===== src/include/imem_consts.svh =====
`ifndef IMEM_CONSTS_SVH
`define IMEM_CONSTS_SVH

// program memory size in 32-bit words
`define IMEM_DEPTH 128
`define IMEM_AW 7

// register map, AXI byte addresses
`define CTRL_ADDR 32'h0000_0400
`define STAT_ADDR 32'h0000_0404

// words preloaded at power-up
`define BOOT_LEN 8

// AXI4-Lite response codes
`define AXI_RESP_OKAY 2'b00
`define AXI_RESP_SLVERR 2'b10

`endif


===== src/hw/isa_pkg.sv =====
`include "imem_consts.svh"

package isa_pkg;

	typedef logic [31:0] word_t;
	typedef logic [`IMEM_AW-1:0] imem_addr_t;	// word address, not byte
	typedef logic [25:0] jump_target_t;

	// primary opcode in bits 31:26
	typedef enum logic [5:0] {
		OP_ADD = 6'b000000,	// register group, funct field picks the op
		OP_ADDI = 6'b000001,
		OP_SUBI = 6'b000010,
		OP_MOV = 6'b001110,
		OP_LW = 6'b001111,
		OP_LI = 6'b010000,
		OP_LA = 6'b010001,
		OP_SW = 6'b010010,
		OP_IN = 6'b010011,
		OP_OUT = 6'b010100,
		OP_JF = 6'b010101,	// conditional, needs a register
		OP_J = 6'b010110,
		OP_JAL = 6'b010111,
		OP_HALT = 6'b011000
	} opcode_e;

	typedef enum logic [1:0] {
		FETCH_IDLE,
		FETCH_RUN,
		FETCH_HALTED,
		FETCH_FAULT
	} fetch_state_e;

endpackage


===== src/hw/bus_pkg.sv =====
package bus_pkg;
	import isa_pkg::*;

	typedef logic [31:0] axil_addr_t;
	typedef logic [1:0] axil_resp_t;

	// one access on the shared memory port
	typedef struct packed {
		logic valid;
		logic we;	// 0 for a read
		imem_addr_t addr;
		word_t data;
	} mem_req_t;

	typedef struct packed {
		axil_addr_t addr;
	} axil_aw_t;

	typedef struct packed {
		word_t data;
		logic [3:0] strb;	// full words only
	} axil_w_t;

	typedef struct packed {
		axil_resp_t resp;
	} axil_b_t;

	typedef struct packed {
		axil_addr_t addr;
	} axil_ar_t;

	typedef struct packed {
		word_t data;
		axil_resp_t resp;
	} axil_r_t;

	// fetched instruction with its word address
	typedef struct packed {
		imem_addr_t pc;
		word_t word;
	} fetch_out_t;

endpackage


===== src/hw/instr_mem.sv =====
`timescale 1ns/10ps
`include "imem_consts.svh"

module instr_mem import isa_pkg::*, bus_pkg::*; (
	input logic clk,
	input mem_req_t req,
	output word_t rdata
);

	word_t mem [`IMEM_DEPTH];

	// boot program: jump over setup, call a routine, halt
	// fetch order is 0, 3, 4, 6, 7
	function automatic word_t boot_word(input int unsigned idx);
		case (idx)
			0: return {OP_J, 26'd3};
			1: return {OP_ADDI, 5'd30, 5'd30, 16'h0008};	// skipped
			2: return {OP_SW, 5'd30, 5'd6, 16'hfffb};	// skipped
			3: return {OP_LI, 5'd0, 5'd20, 16'h0009};
			4: return {OP_JAL, 26'd6};
			5: return {OP_MOV, 5'd1, 5'd11, 16'h0000};	// return point, not reached
			6: return {OP_OUT, 5'd0, 5'd6, 16'h0002};
			7: return {OP_HALT, 26'd0};
			default: return '0;
		endcase
	endfunction

	initial begin
		for (int i = 0; i < `IMEM_DEPTH; i++) begin
			mem[i] = (i < `BOOT_LEN) ? boot_word(i) : '0;
		end
	end

	assign rdata = mem[req.addr];	// combinational read

	always @(posedge clk) begin
		if (req.valid && req.we) begin
			mem[req.addr] <= req.data;
		end
	end

endmodule


===== src/hw/mem_arbiter.sv =====
`timescale 1ns/10ps

module mem_arbiter import bus_pkg::*; (
	input mem_req_t loader_req,
	input mem_req_t fetch_req,
	output logic loader_gnt,
	output logic fetch_gnt,
	output mem_req_t mem_req
);

	// loader has fixed priority, fetcher only gets idle cycles
	assign loader_gnt = loader_req.valid;
	assign fetch_gnt = fetch_req.valid && !loader_req.valid;

	always_comb begin
		if (loader_gnt) begin
			mem_req = loader_req;
		end else begin
			mem_req = fetch_req;	// valid low unless fetch is granted
		end
	end

endmodule


===== src/hw/axil_loader.sv =====
`timescale 1ns/10ps
`include "imem_consts.svh"

module axil_loader import isa_pkg::*, bus_pkg::*; (
	input logic clk,
	input logic rst_n,
	input axil_aw_t aw,
	input logic aw_valid,
	output logic aw_ready,
	input axil_w_t w,
	input logic w_valid,
	output logic w_ready,
	output axil_b_t b,
	output logic b_valid,
	input logic b_ready,
	input axil_ar_t ar,
	input logic ar_valid,
	output logic ar_ready,
	output axil_r_t r,
	output logic r_valid,
	input logic r_ready,
	output mem_req_t mem_req,
	input logic mem_gnt,
	input word_t mem_rdata,
	output logic start,
	input logic running,
	input logic halted,
	input logic fault
);

	typedef enum logic [2:0] {
		LD_IDLE,
		LD_WR_EXEC,	// write decoded and applied
		LD_RD_EXEC,
		LD_B_RESP,
		LD_R_RESP
	} ld_state_e;

	ld_state_e state;
	axil_addr_t req_addr;	// latched byte address
	word_t wdata;
	logic rd_accept;
	logic wr_accept;
	logic is_mem;
	logic is_ctrl;
	logic is_stat;
	logic mapped;
	word_t status_word;

	assign rd_accept = (state == LD_IDLE) && ar_valid;
	assign wr_accept = (state == LD_IDLE) && aw_valid && w_valid && !ar_valid;	// read wins a tie
	assign ar_ready = rd_accept;
	assign aw_ready = wr_accept;
	assign w_ready = wr_accept;

	assign is_mem = req_addr < (`IMEM_DEPTH * 4);
	assign is_ctrl = req_addr == `CTRL_ADDR;
	assign is_stat = req_addr == `STAT_ADDR;
	assign mapped = is_mem || is_ctrl || is_stat;
	assign status_word = {29'd0, fault, halted, running};

	assign mem_req.valid = ((state == LD_WR_EXEC) || (state == LD_RD_EXEC)) && is_mem;
	assign mem_req.we = state == LD_WR_EXEC;
	assign mem_req.addr = req_addr[`IMEM_AW+1:2];	// byte to word address
	assign mem_req.data = wdata;

	assign start = (state == LD_WR_EXEC) && is_ctrl && wdata[0];	// run bit, one cycle

	assign b_valid = state == LD_B_RESP;
	assign r_valid = state == LD_R_RESP;

	always_ff @(posedge clk) begin
		if (!rst_n) begin
			state <= LD_IDLE;
		end else begin
			case (state)
				LD_IDLE: begin
					if (rd_accept) state <= LD_RD_EXEC;
					else if (wr_accept) state <= LD_WR_EXEC;
				end
				LD_WR_EXEC: if (!is_mem || mem_gnt) state <= LD_B_RESP;
				LD_RD_EXEC: if (!is_mem || mem_gnt) state <= LD_R_RESP;
				LD_B_RESP: if (b_ready) state <= LD_IDLE;
				LD_R_RESP: if (r_ready) state <= LD_IDLE;
				default: state <= LD_IDLE;
			endcase
		end
	end

	always_ff @(posedge clk) begin
		if (rd_accept) begin
			req_addr <= ar.addr;
		end else if (wr_accept) begin
			req_addr <= aw.addr;
			wdata <= w.data;
		end
		if (state == LD_WR_EXEC) begin
			b.resp <= mapped ? `AXI_RESP_OKAY : `AXI_RESP_SLVERR;
		end
		if (state == LD_RD_EXEC) begin
			if (is_mem) r.data <= mem_rdata;	// final capture is the granted cycle
			else if (is_stat) r.data <= status_word;
			else r.data <= '0;	// ctrl reads as zero, run bit self-clears
			r.resp <= mapped ? `AXI_RESP_OKAY : `AXI_RESP_SLVERR;
		end
	end

endmodule


===== src/hw/fetch_unit.sv =====
`timescale 1ns/10ps
`include "imem_consts.svh"

module fetch_unit import isa_pkg::*, bus_pkg::*; (
	input logic clk,
	input logic rst_n,
	input logic start,
	output mem_req_t mem_req,
	input logic mem_gnt,
	input word_t mem_rdata,
	output fetch_out_t inst,
	output logic inst_valid,
	input logic inst_ready,
	output logic running,
	output logic halted,
	output logic fault
);

	fetch_state_e state;
	imem_addr_t pc;	// next word to fetch
	logic stop;	// last word is fetched
	logic last_is_halt;
	logic out_valid;
	fetch_out_t out_q;
	logic rd_fire;
	logic out_fire;
	opcode_e op;
	jump_target_t target;
	imem_addr_t next_pc;
	logic next_stop;
	logic next_halt;

	assign out_fire = out_valid && inst_ready;

	// fetch only when the output slot is free or drains this cycle
	assign mem_req.valid = (state == FETCH_RUN) && !stop && (!out_valid || inst_ready);
	assign mem_req.we = 1'b0;
	assign mem_req.addr = pc;
	assign mem_req.data = '0;
	assign rd_fire = mem_req.valid && mem_gnt;

	assign op = opcode_e'(mem_rdata[31:26]);
	assign target = mem_rdata[25:0];

	always_comb begin
		next_pc = pc + 1'b1;
		next_stop = 1'b0;
		next_halt = 1'b0;
		case (op)
			OP_J, OP_JAL: begin
				next_pc = target[`IMEM_AW-1:0];
				next_stop = target >= `IMEM_DEPTH;	// leaves memory, fault
			end
			OP_HALT: begin
				next_stop = 1'b1;
				next_halt = 1'b1;
			end
			default: next_stop = pc == imem_addr_t'(`IMEM_DEPTH - 1);	// runs off the end
		endcase
	end

	always_ff @(posedge clk) begin
		if (!rst_n) begin
			state <= FETCH_IDLE;
			pc <= '0;
			stop <= 1'b0;
			last_is_halt <= 1'b0;
			out_valid <= 1'b0;
		end else if (start && state != FETCH_RUN) begin
			state <= FETCH_RUN;	// also restarts from halted or fault
			pc <= '0;
			stop <= 1'b0;
			out_valid <= 1'b0;
		end else if (state == FETCH_RUN) begin
			if (rd_fire) begin
				pc <= next_pc;
				stop <= next_stop;
				last_is_halt <= next_halt;
				out_valid <= 1'b1;
			end else if (out_fire) begin
				out_valid <= 1'b0;
			end
			// final word handed off
			if (out_fire && stop) state <= last_is_halt ? FETCH_HALTED : FETCH_FAULT;
		end
	end

	always_ff @(posedge clk) begin
		if (rd_fire) out_q <= '{pc: pc, word: mem_rdata};
	end

	assign inst = out_q;
	assign inst_valid = out_valid;
	assign running = state == FETCH_RUN;
	assign halted = state == FETCH_HALTED;
	assign fault = state == FETCH_FAULT;

endmodule


===== src/hw/imem_subsys_top.sv =====
`timescale 1ns/10ps

module imem_subsys_top import isa_pkg::*, bus_pkg::*; (
	input logic clk,
	input logic rst_n,
	input axil_aw_t aw,
	input logic aw_valid,
	output logic aw_ready,
	input axil_w_t w,
	input logic w_valid,
	output logic w_ready,
	output axil_b_t b,
	output logic b_valid,
	input logic b_ready,
	input axil_ar_t ar,
	input logic ar_valid,
	output logic ar_ready,
	output axil_r_t r,
	output logic r_valid,
	input logic r_ready,
	output fetch_out_t inst,
	output logic inst_valid,
	input logic inst_ready,
	output logic running,
	output logic halted,
	output logic fault
);

	mem_req_t loader_req;
	mem_req_t fetch_req;
	mem_req_t mem_req;	// arbitrated port into the memory
	logic loader_gnt;
	logic fetch_gnt;
	word_t mem_rdata;
	logic start;

	instr_mem u_instr_mem (
		.clk(clk),
		.req(mem_req),
		.rdata(mem_rdata)
	);

	mem_arbiter u_mem_arbiter (
		.loader_req(loader_req),
		.fetch_req(fetch_req),
		.loader_gnt(loader_gnt),
		.fetch_gnt(fetch_gnt),
		.mem_req(mem_req)
	);

	axil_loader u_axil_loader (
		.clk(clk),
		.rst_n(rst_n),
		.aw(aw), .aw_valid(aw_valid), .aw_ready(aw_ready),
		.w(w), .w_valid(w_valid), .w_ready(w_ready),
		.b(b), .b_valid(b_valid), .b_ready(b_ready),
		.ar(ar), .ar_valid(ar_valid), .ar_ready(ar_ready),
		.r(r), .r_valid(r_valid), .r_ready(r_ready),
		.mem_req(loader_req),
		.mem_gnt(loader_gnt),
		.mem_rdata(mem_rdata),
		.start(start),
		.running(running),
		.halted(halted),
		.fault(fault)
	);

	fetch_unit u_fetch_unit (
		.clk(clk),
		.rst_n(rst_n),
		.start(start),
		.mem_req(fetch_req),
		.mem_gnt(fetch_gnt),
		.mem_rdata(mem_rdata),
		.inst(inst),
		.inst_valid(inst_valid),
		.inst_ready(inst_ready),
		.running(running),
		.halted(halted),
		.fault(fault)
	);

endmodule


===== config.mk =====
export PLATFORM = sky130hd
export DESIGN_NAME = imem_subsys_top
export DESIGN_NICKNAME = d
export VERILOG_FILES = /design/src/hw/isa_pkg.sv /design/src/hw/bus_pkg.sv /design/src/hw/instr_mem.sv /design/src/hw/mem_arbiter.sv /design/src/hw/axil_loader.sv /design/src/hw/fetch_unit.sv /design/src/hw/imem_subsys_top.sv
export VERILOG_INCLUDE_DIRS = /design/src /design/src/include
export SDC_FILE = /design/constraint.sdc
export NUM_CORES = 2
export LEC_CHECK = 0
export BUFFER_PORTS_ARGS = -buffer_cell sky130_fd_sc_hd__clkbuf_2
export CORE_MARGIN = 2
export CORE_UTILIZATION = 45
export CTS_CLUSTER_DIAMETER = 100
export DETAILED_ROUTE_END_ITERATION = 10
export PLACE_DENSITY_LB_ADDON = 0.15
export SLEW_MARGIN = 5
export SYNTH_ARGS = -nofsm -noshare
export SYNTH_HDL_FRONTEND = slang
export SYNTH_HIERARCHICAL = 1
export SYNTH_SLANG_ARGS = --single-unit

===== constraint.sdc =====
create_clock -name clk -period 7.9 [get_ports clk]
set_input_delay 1.185 -clock clk [delete_from_list [all_inputs] [get_ports clk]]
set_output_delay 1.185 -clock clk [all_outputs]
set_load 0.05 [all_outputs]

After elaboration in Yosys (flattened, before gate mapping) --
Memory sizes are Yosys's and may differ from the RTL's. Index checks and enable logic that the tools add are counted.
Word-level totals: memories 1, flip-flop bits (word level) 154, input bits 108, output and inout bits 84, logic and storage cells 103, RAM bits 4096
Operators by class: $add $sub $neg 1, bitwise logic cells 3, mux-type cells 24, $lt $le $gt $ge 2, reduce and logical (&&, ||, !) cells 39, equality and inequality tests 19
Memories:
- u_instr_mem.mem | words 128, width 32, read ports 1, clocked after memory_dff 0, write ports 1, RTL line instr_mem.sv:10 | word_t mem [`IMEM_DEPTH];
Operator list (number):
- $mux 32 | 3
- $eq 32x11->1 const B | 2
- $mux 41 | 1
- $lt 32x10->1 const B | 1
- $ge 26x8->1 const B | 1
- $mux 3 | 7
- $eq 6x5->1 const B | 3
- $logic_and 1x1->1 | 15
- $pmux 3 s5 | 1
- $reduce_and 2->1 | 5
- $mux 1 | 9
- $ne 2x1->1 const B | 4
- $reduce_bool 2->1 | 4
- $add 7x1->7 const B | 1
- $eq 7x7->1 const B | 1
- $mux 7 | 1
- $eq 3x2->1 const B | 2
- $logic_not 1->1 | 5
- $logic_or 1x1->1 | 5
- $reduce_and 5->1 | 1
- $eq 2x2->1 const B | 2
- $reduce_or 2->1 | 2
- $eq 3x1->1 const B | 1
- $eq 3x3->1 const B | 1
- 8 further kinds | 10

Logic depth before layout (Yosys ltp) --
word-level depth 8, mapped depth 25, gate-level depth less buffers 16

Hierarchy --
The synthesis kept the hierarchy.
Modules (own cells, without submodules):
- instr_mem | instances 1, cells an instance 9102, area an instance 156423.8 um^2, seq. area each 122998.0 um^2
- axil_loader | instances 1, cells an instance 244, area an instance 4110.2 um^2, seq. area each 3002.9 um^2
- fetch_unit | instances 1, cells an instance 168, area an instance 2178.3 um^2, seq. area each 1411.4 um^2
- mem_arbiter | instances 1, cells an instance 48, area an instance 704.4 um^2, seq. area each 0.0 um^2

Least setup slack after synthesis --
No wires, ideal clock.
path type reg-to-reg, from reg u_axil_loader.req_addr[17], to mem u_instr_mem/mem[100][0] in the netlist's numbering, enable pin, arrival time 5.008 ns, cell stages (with the launch flop) 17, setup slack 2.471 ns, period minus slack after synthesis 5.429 ns, data required time 7.479 ns, setup time 0.421 ns, buffers on the path 9, path through edfxtp_1 -> nor4_2 -> nand4_2 -> nor4_1 -> buf_6 -> buf_12 -> mux2_4 -> buf_4 -> buf_6 -> nor3b_2 -> buf_2 -> buf_4 -> buf_2 -> buf_2 -> nand2_1 -> buf_2 -> nor2_1
RTL lines:
- from (decl) | RTL line axil_loader.sv:40 | axil_addr_t req_addr;
- from (signal assigned) | RTL line axil_loader.sv:92 | req_addr <= ar.addr;
- from (signal assigned) | RTL line axil_loader.sv:94 | req_addr <= aw.addr;
- to (decl) | RTL line instr_mem.sv:10

==> metrics <==
status=finished, final reports clean; layout cells sized above 1=18.0%; power per standard cell area=243 nW/um^2; cell count after synthesis=9562; WHS Path Cells=1; drt via density=6.54; Routed Wire Length=547000 um; capturing element type of the critical path=flop; FFs w/ async S/R, synth=0%; min cycle time layout=7550 ps; # clock sinks=4248; critical path data arrival time=8430 ps; Final Wtd Congestion=0.939; drt pass-1 iters=6; r2r setup slk=350 ps; max cap viols=0; Tightest Hold Check Type=in -> reg; synth warn=6; die area=368000 um^2; ANT nets after route=0; final setup skew=47.3 ps; Pins Over Slew Limit=0; via count=99083; Mapped Area=163000 um^2; worst-skew pair later-pin latency=980 ps; fin cells=15160; worst endpoint required time=8780 ps; pin count of the biggest net entering global routing=107; Layout area overhead=14.1%; VDD IR-drop max=0.201 mV; Top Layer Used=met5; first-pass GRT wire length=748000 um; post-CTS setup buffer count=0; Resized Gates After CTS=0; fillers=29127; sequential area share after synthesis=78.0%; WHS Endpoint=u_axil_loader/wdata[19]; hold_sp=w[23]; TritonCTS clock tree=built; initial core utilization=45.1%; setup violators final=0; Top FF cell, synth=edfxtp_1; CTS buffer count=435; WHS=377 ps; Period Utilization, post-route=95.6%; flops & latches, synth=4248; core area=362000 um^2; CP Launch Type=flop; initial antenna violation count=36; Reg2Reg Depth=20; area of the multi-input gates=33700 um^2; Final Hold Fails=0; Clock Root Buffer=clkbuf_16; max_slew headroom=4.60%; worst setup path category=reg -> reg; RSZ-0062 raised after global routing=no; Port Buffers=185; clock tree buffer depth=4; hold_buf cts=0; routed wl met2=246000 um; R2R Path End=u_fetch_unit/stop; leakage=57.3 nW; Setup TNS=0 ps; htree depth=5; # IOs=192; DRT iter0 DRCs=14553; storage element area=127000 um^2; Nets=10084; Post-synth EDFFs=4233; Final Util=51.5%; total DRC errors in the routed layout=0; vias in the first global route=94042; Site Rows=221; Max Fclk=132 MHz; synth unique cells=86; Crit Reg-Reg Startpoint=u_axil_loader/req_addr[13]; metal3 WL=58900 um; GRT Total Usage=29.1%; Die H=607 um; die extent in x=607 um; worst-margin pin slew=1420 ps; DP HPWL=330000 um; wire length per cell=36.1 um; Crit Path Max Fanout=62; clk slew on worst S/H paths=60 ps; total grt overflow=0; Syn Area/Cell=17.1 um^2; DP Cell Count=14332; WL met1=211000 um
## per-stage QoR
stage / worst slack [ps] / area, um^2 / power, mW
floorplan: 2470 / 164000 / 25.7
global placement: 595 / 173000 / 26.0
detailed placement: 538 / 173000 / 26.0
CTS: 532 / 186000 / 45.5
global route: 281 / 186000 / 46.4
finish: 346 / 186000 / 45.3
## final cells by class
cell class                      count  share of cell area [%]
Multi-Input combinational cell   4567                    18.1
Inverter                            9                  0.0336
Timing Repair Buffer              714                    3.03
Tap cell                         4794                    3.22
Antenna cell                       29                  0.0389
Clock inverter                    251                    1.09
Sequential cell                  4248                    68.3
Clock buffer                      548                    6.17
## flip-flops by register name (all words and copies together), names as in the netlist, 2 cells and up
signal / count
u_axil_loader/r: 33
u_axil_loader/req_addr: 32
u_axil_loader/state: 3
u_axil_loader/wdata: 32
u_fetch_unit/inst: 39
u_fetch_unit/pc: 7
u_fetch_unit/state: 2
u_instr_mem/mem: 4096
## how the worst max path moves through the flow
stage / startpoint / endpoint / slack (ps) / cells after the start
2_1_floorplan: u_axil_loader/req_addr[17] / u_instr_mem/mem[100][0] / 2470 / 16
5_1_grt: u_axil_loader/req_addr[12] / u_fetch_unit/pc[2] / 280 / 21
3_3_place_gp: u_axil_loader/req_addr[13] / u_fetch_unit/stop / 590 / 20
6_report: u_axil_loader/req_addr[13] / u_fetch_unit/stop / 350 / 20
3_5_place_dp: u_axil_loader/req_addr[13] / u_fetch_unit/pc[2] / 540 / 20
4_1_cts: u_axil_loader/req_addr[13] / u_fetch_unit/pc[2] / 530 / 20
## routing by layer
metal / up-vias / track usage [%]
met3: 1064 / 6.78
met2: 5887 / 44.2
met5: - / 0
met1: 51849 / 39.8
met4: 12 / 13.9
li1: 40271 / -
## cells in the mapped netlist, drive strengths merged (24+ instances only)
| cell type | instances | area (um^2) |
|---|---|---|
| a221o | 43 | 430 |
| nand4 | 31 | 200 |
| a21oi | 578 | 2890 |
| clkbuf | 286 | 1070 |
| nand2 | 312 | 1170 |
| mux4 | 38 | 856 |
| nor2 | 555 | 2090 |
| mux2 | 334 | 3920 |
| o22ai | 179 | 1120 |
| a211oi | 59 | 443 |
| a31oi | 39 | 244 |
| o211ai | 58 | 435 |
| a221oi | 915 | 8010 |
| a22oi | 338 | 2540 |
| and2 | 45 | 282 |
| mux2i | 288 | 2880 |
| o221ai | 33 | 289 |
| o21ai | 344 | 1730 |
| nor4 | 24 | 181 |
| buf | 485 | 2730 |
| edfxtp | 4233 | 127000 |
| nor3 | 59 | 305 |
## cell families after synthesis
logic type               Yosys count  share of synthesized area [%]
flip-flops                      4248                           78.0
other                              2                        0.00460
multiplexers                     660                           4.69
buffers and inverters            780                           2.36
XOR/XNOR                           1                        0.00536
AO/OA/AOI/OAI                   2743                           12.0
adder cells (fa/ha/maj)            1                        0.00766
AND/OR/NAND/NOR                 1127                           3.02
## worst max-delay path, stage by stage (launching register included)
cell,delay [ps]
edfxtp_1,370
nor4_2,380
nand4_2,290
nor4_2,370
buf_4,310
mux2_8,730
buf_12,410
mux2_2,380
a221oi_1,250
nor2_1,120
a221oi_1,550
o22ai_1,460
o41ai_1,720
buf_4,280
o32ai_1,80
buf_4,210
nor4_1,320
nand4_1,160
o41ai_1,420
a21oi_1,130
o21a_1,190
## placed cells by master, fill, tap and decap left out, types with 29 or more instances in the layout
cell       count
clkbuf_1     104
nor2_1       420
mux2_2       284
and2_1        38
nand4_1       30
clkbuf_16    444
a211oi_1      55
o221ai_1      33
conb_1        35
clkinv_2      82
a221oi_1     915
nor2_4       131
o211ai_1      58
a21oi_1      578
o22ai_1      179
a31oi_1       39
nor3_1        56
buf_4        469
a221o_1       43
diode_2       29
mux4_2        38
o21ai_0      343
clkbuf_2     185
edfxtp_1    4233
bufinv_16     30
clkinv_1     115
mux2i_1      288
buf_12        60
nand2_1      301
a22oi_1      338
## power by group
group | internal (mW) | total (mW) | switching (mW)
logic | 0.0965 | 0.688 | 0.591
registers | 24.8 | 24.9 | 0.0275
clock network | 11.2 | 19.7 | 8.50
Note: power is estimated with default switching activity, not from simulation.
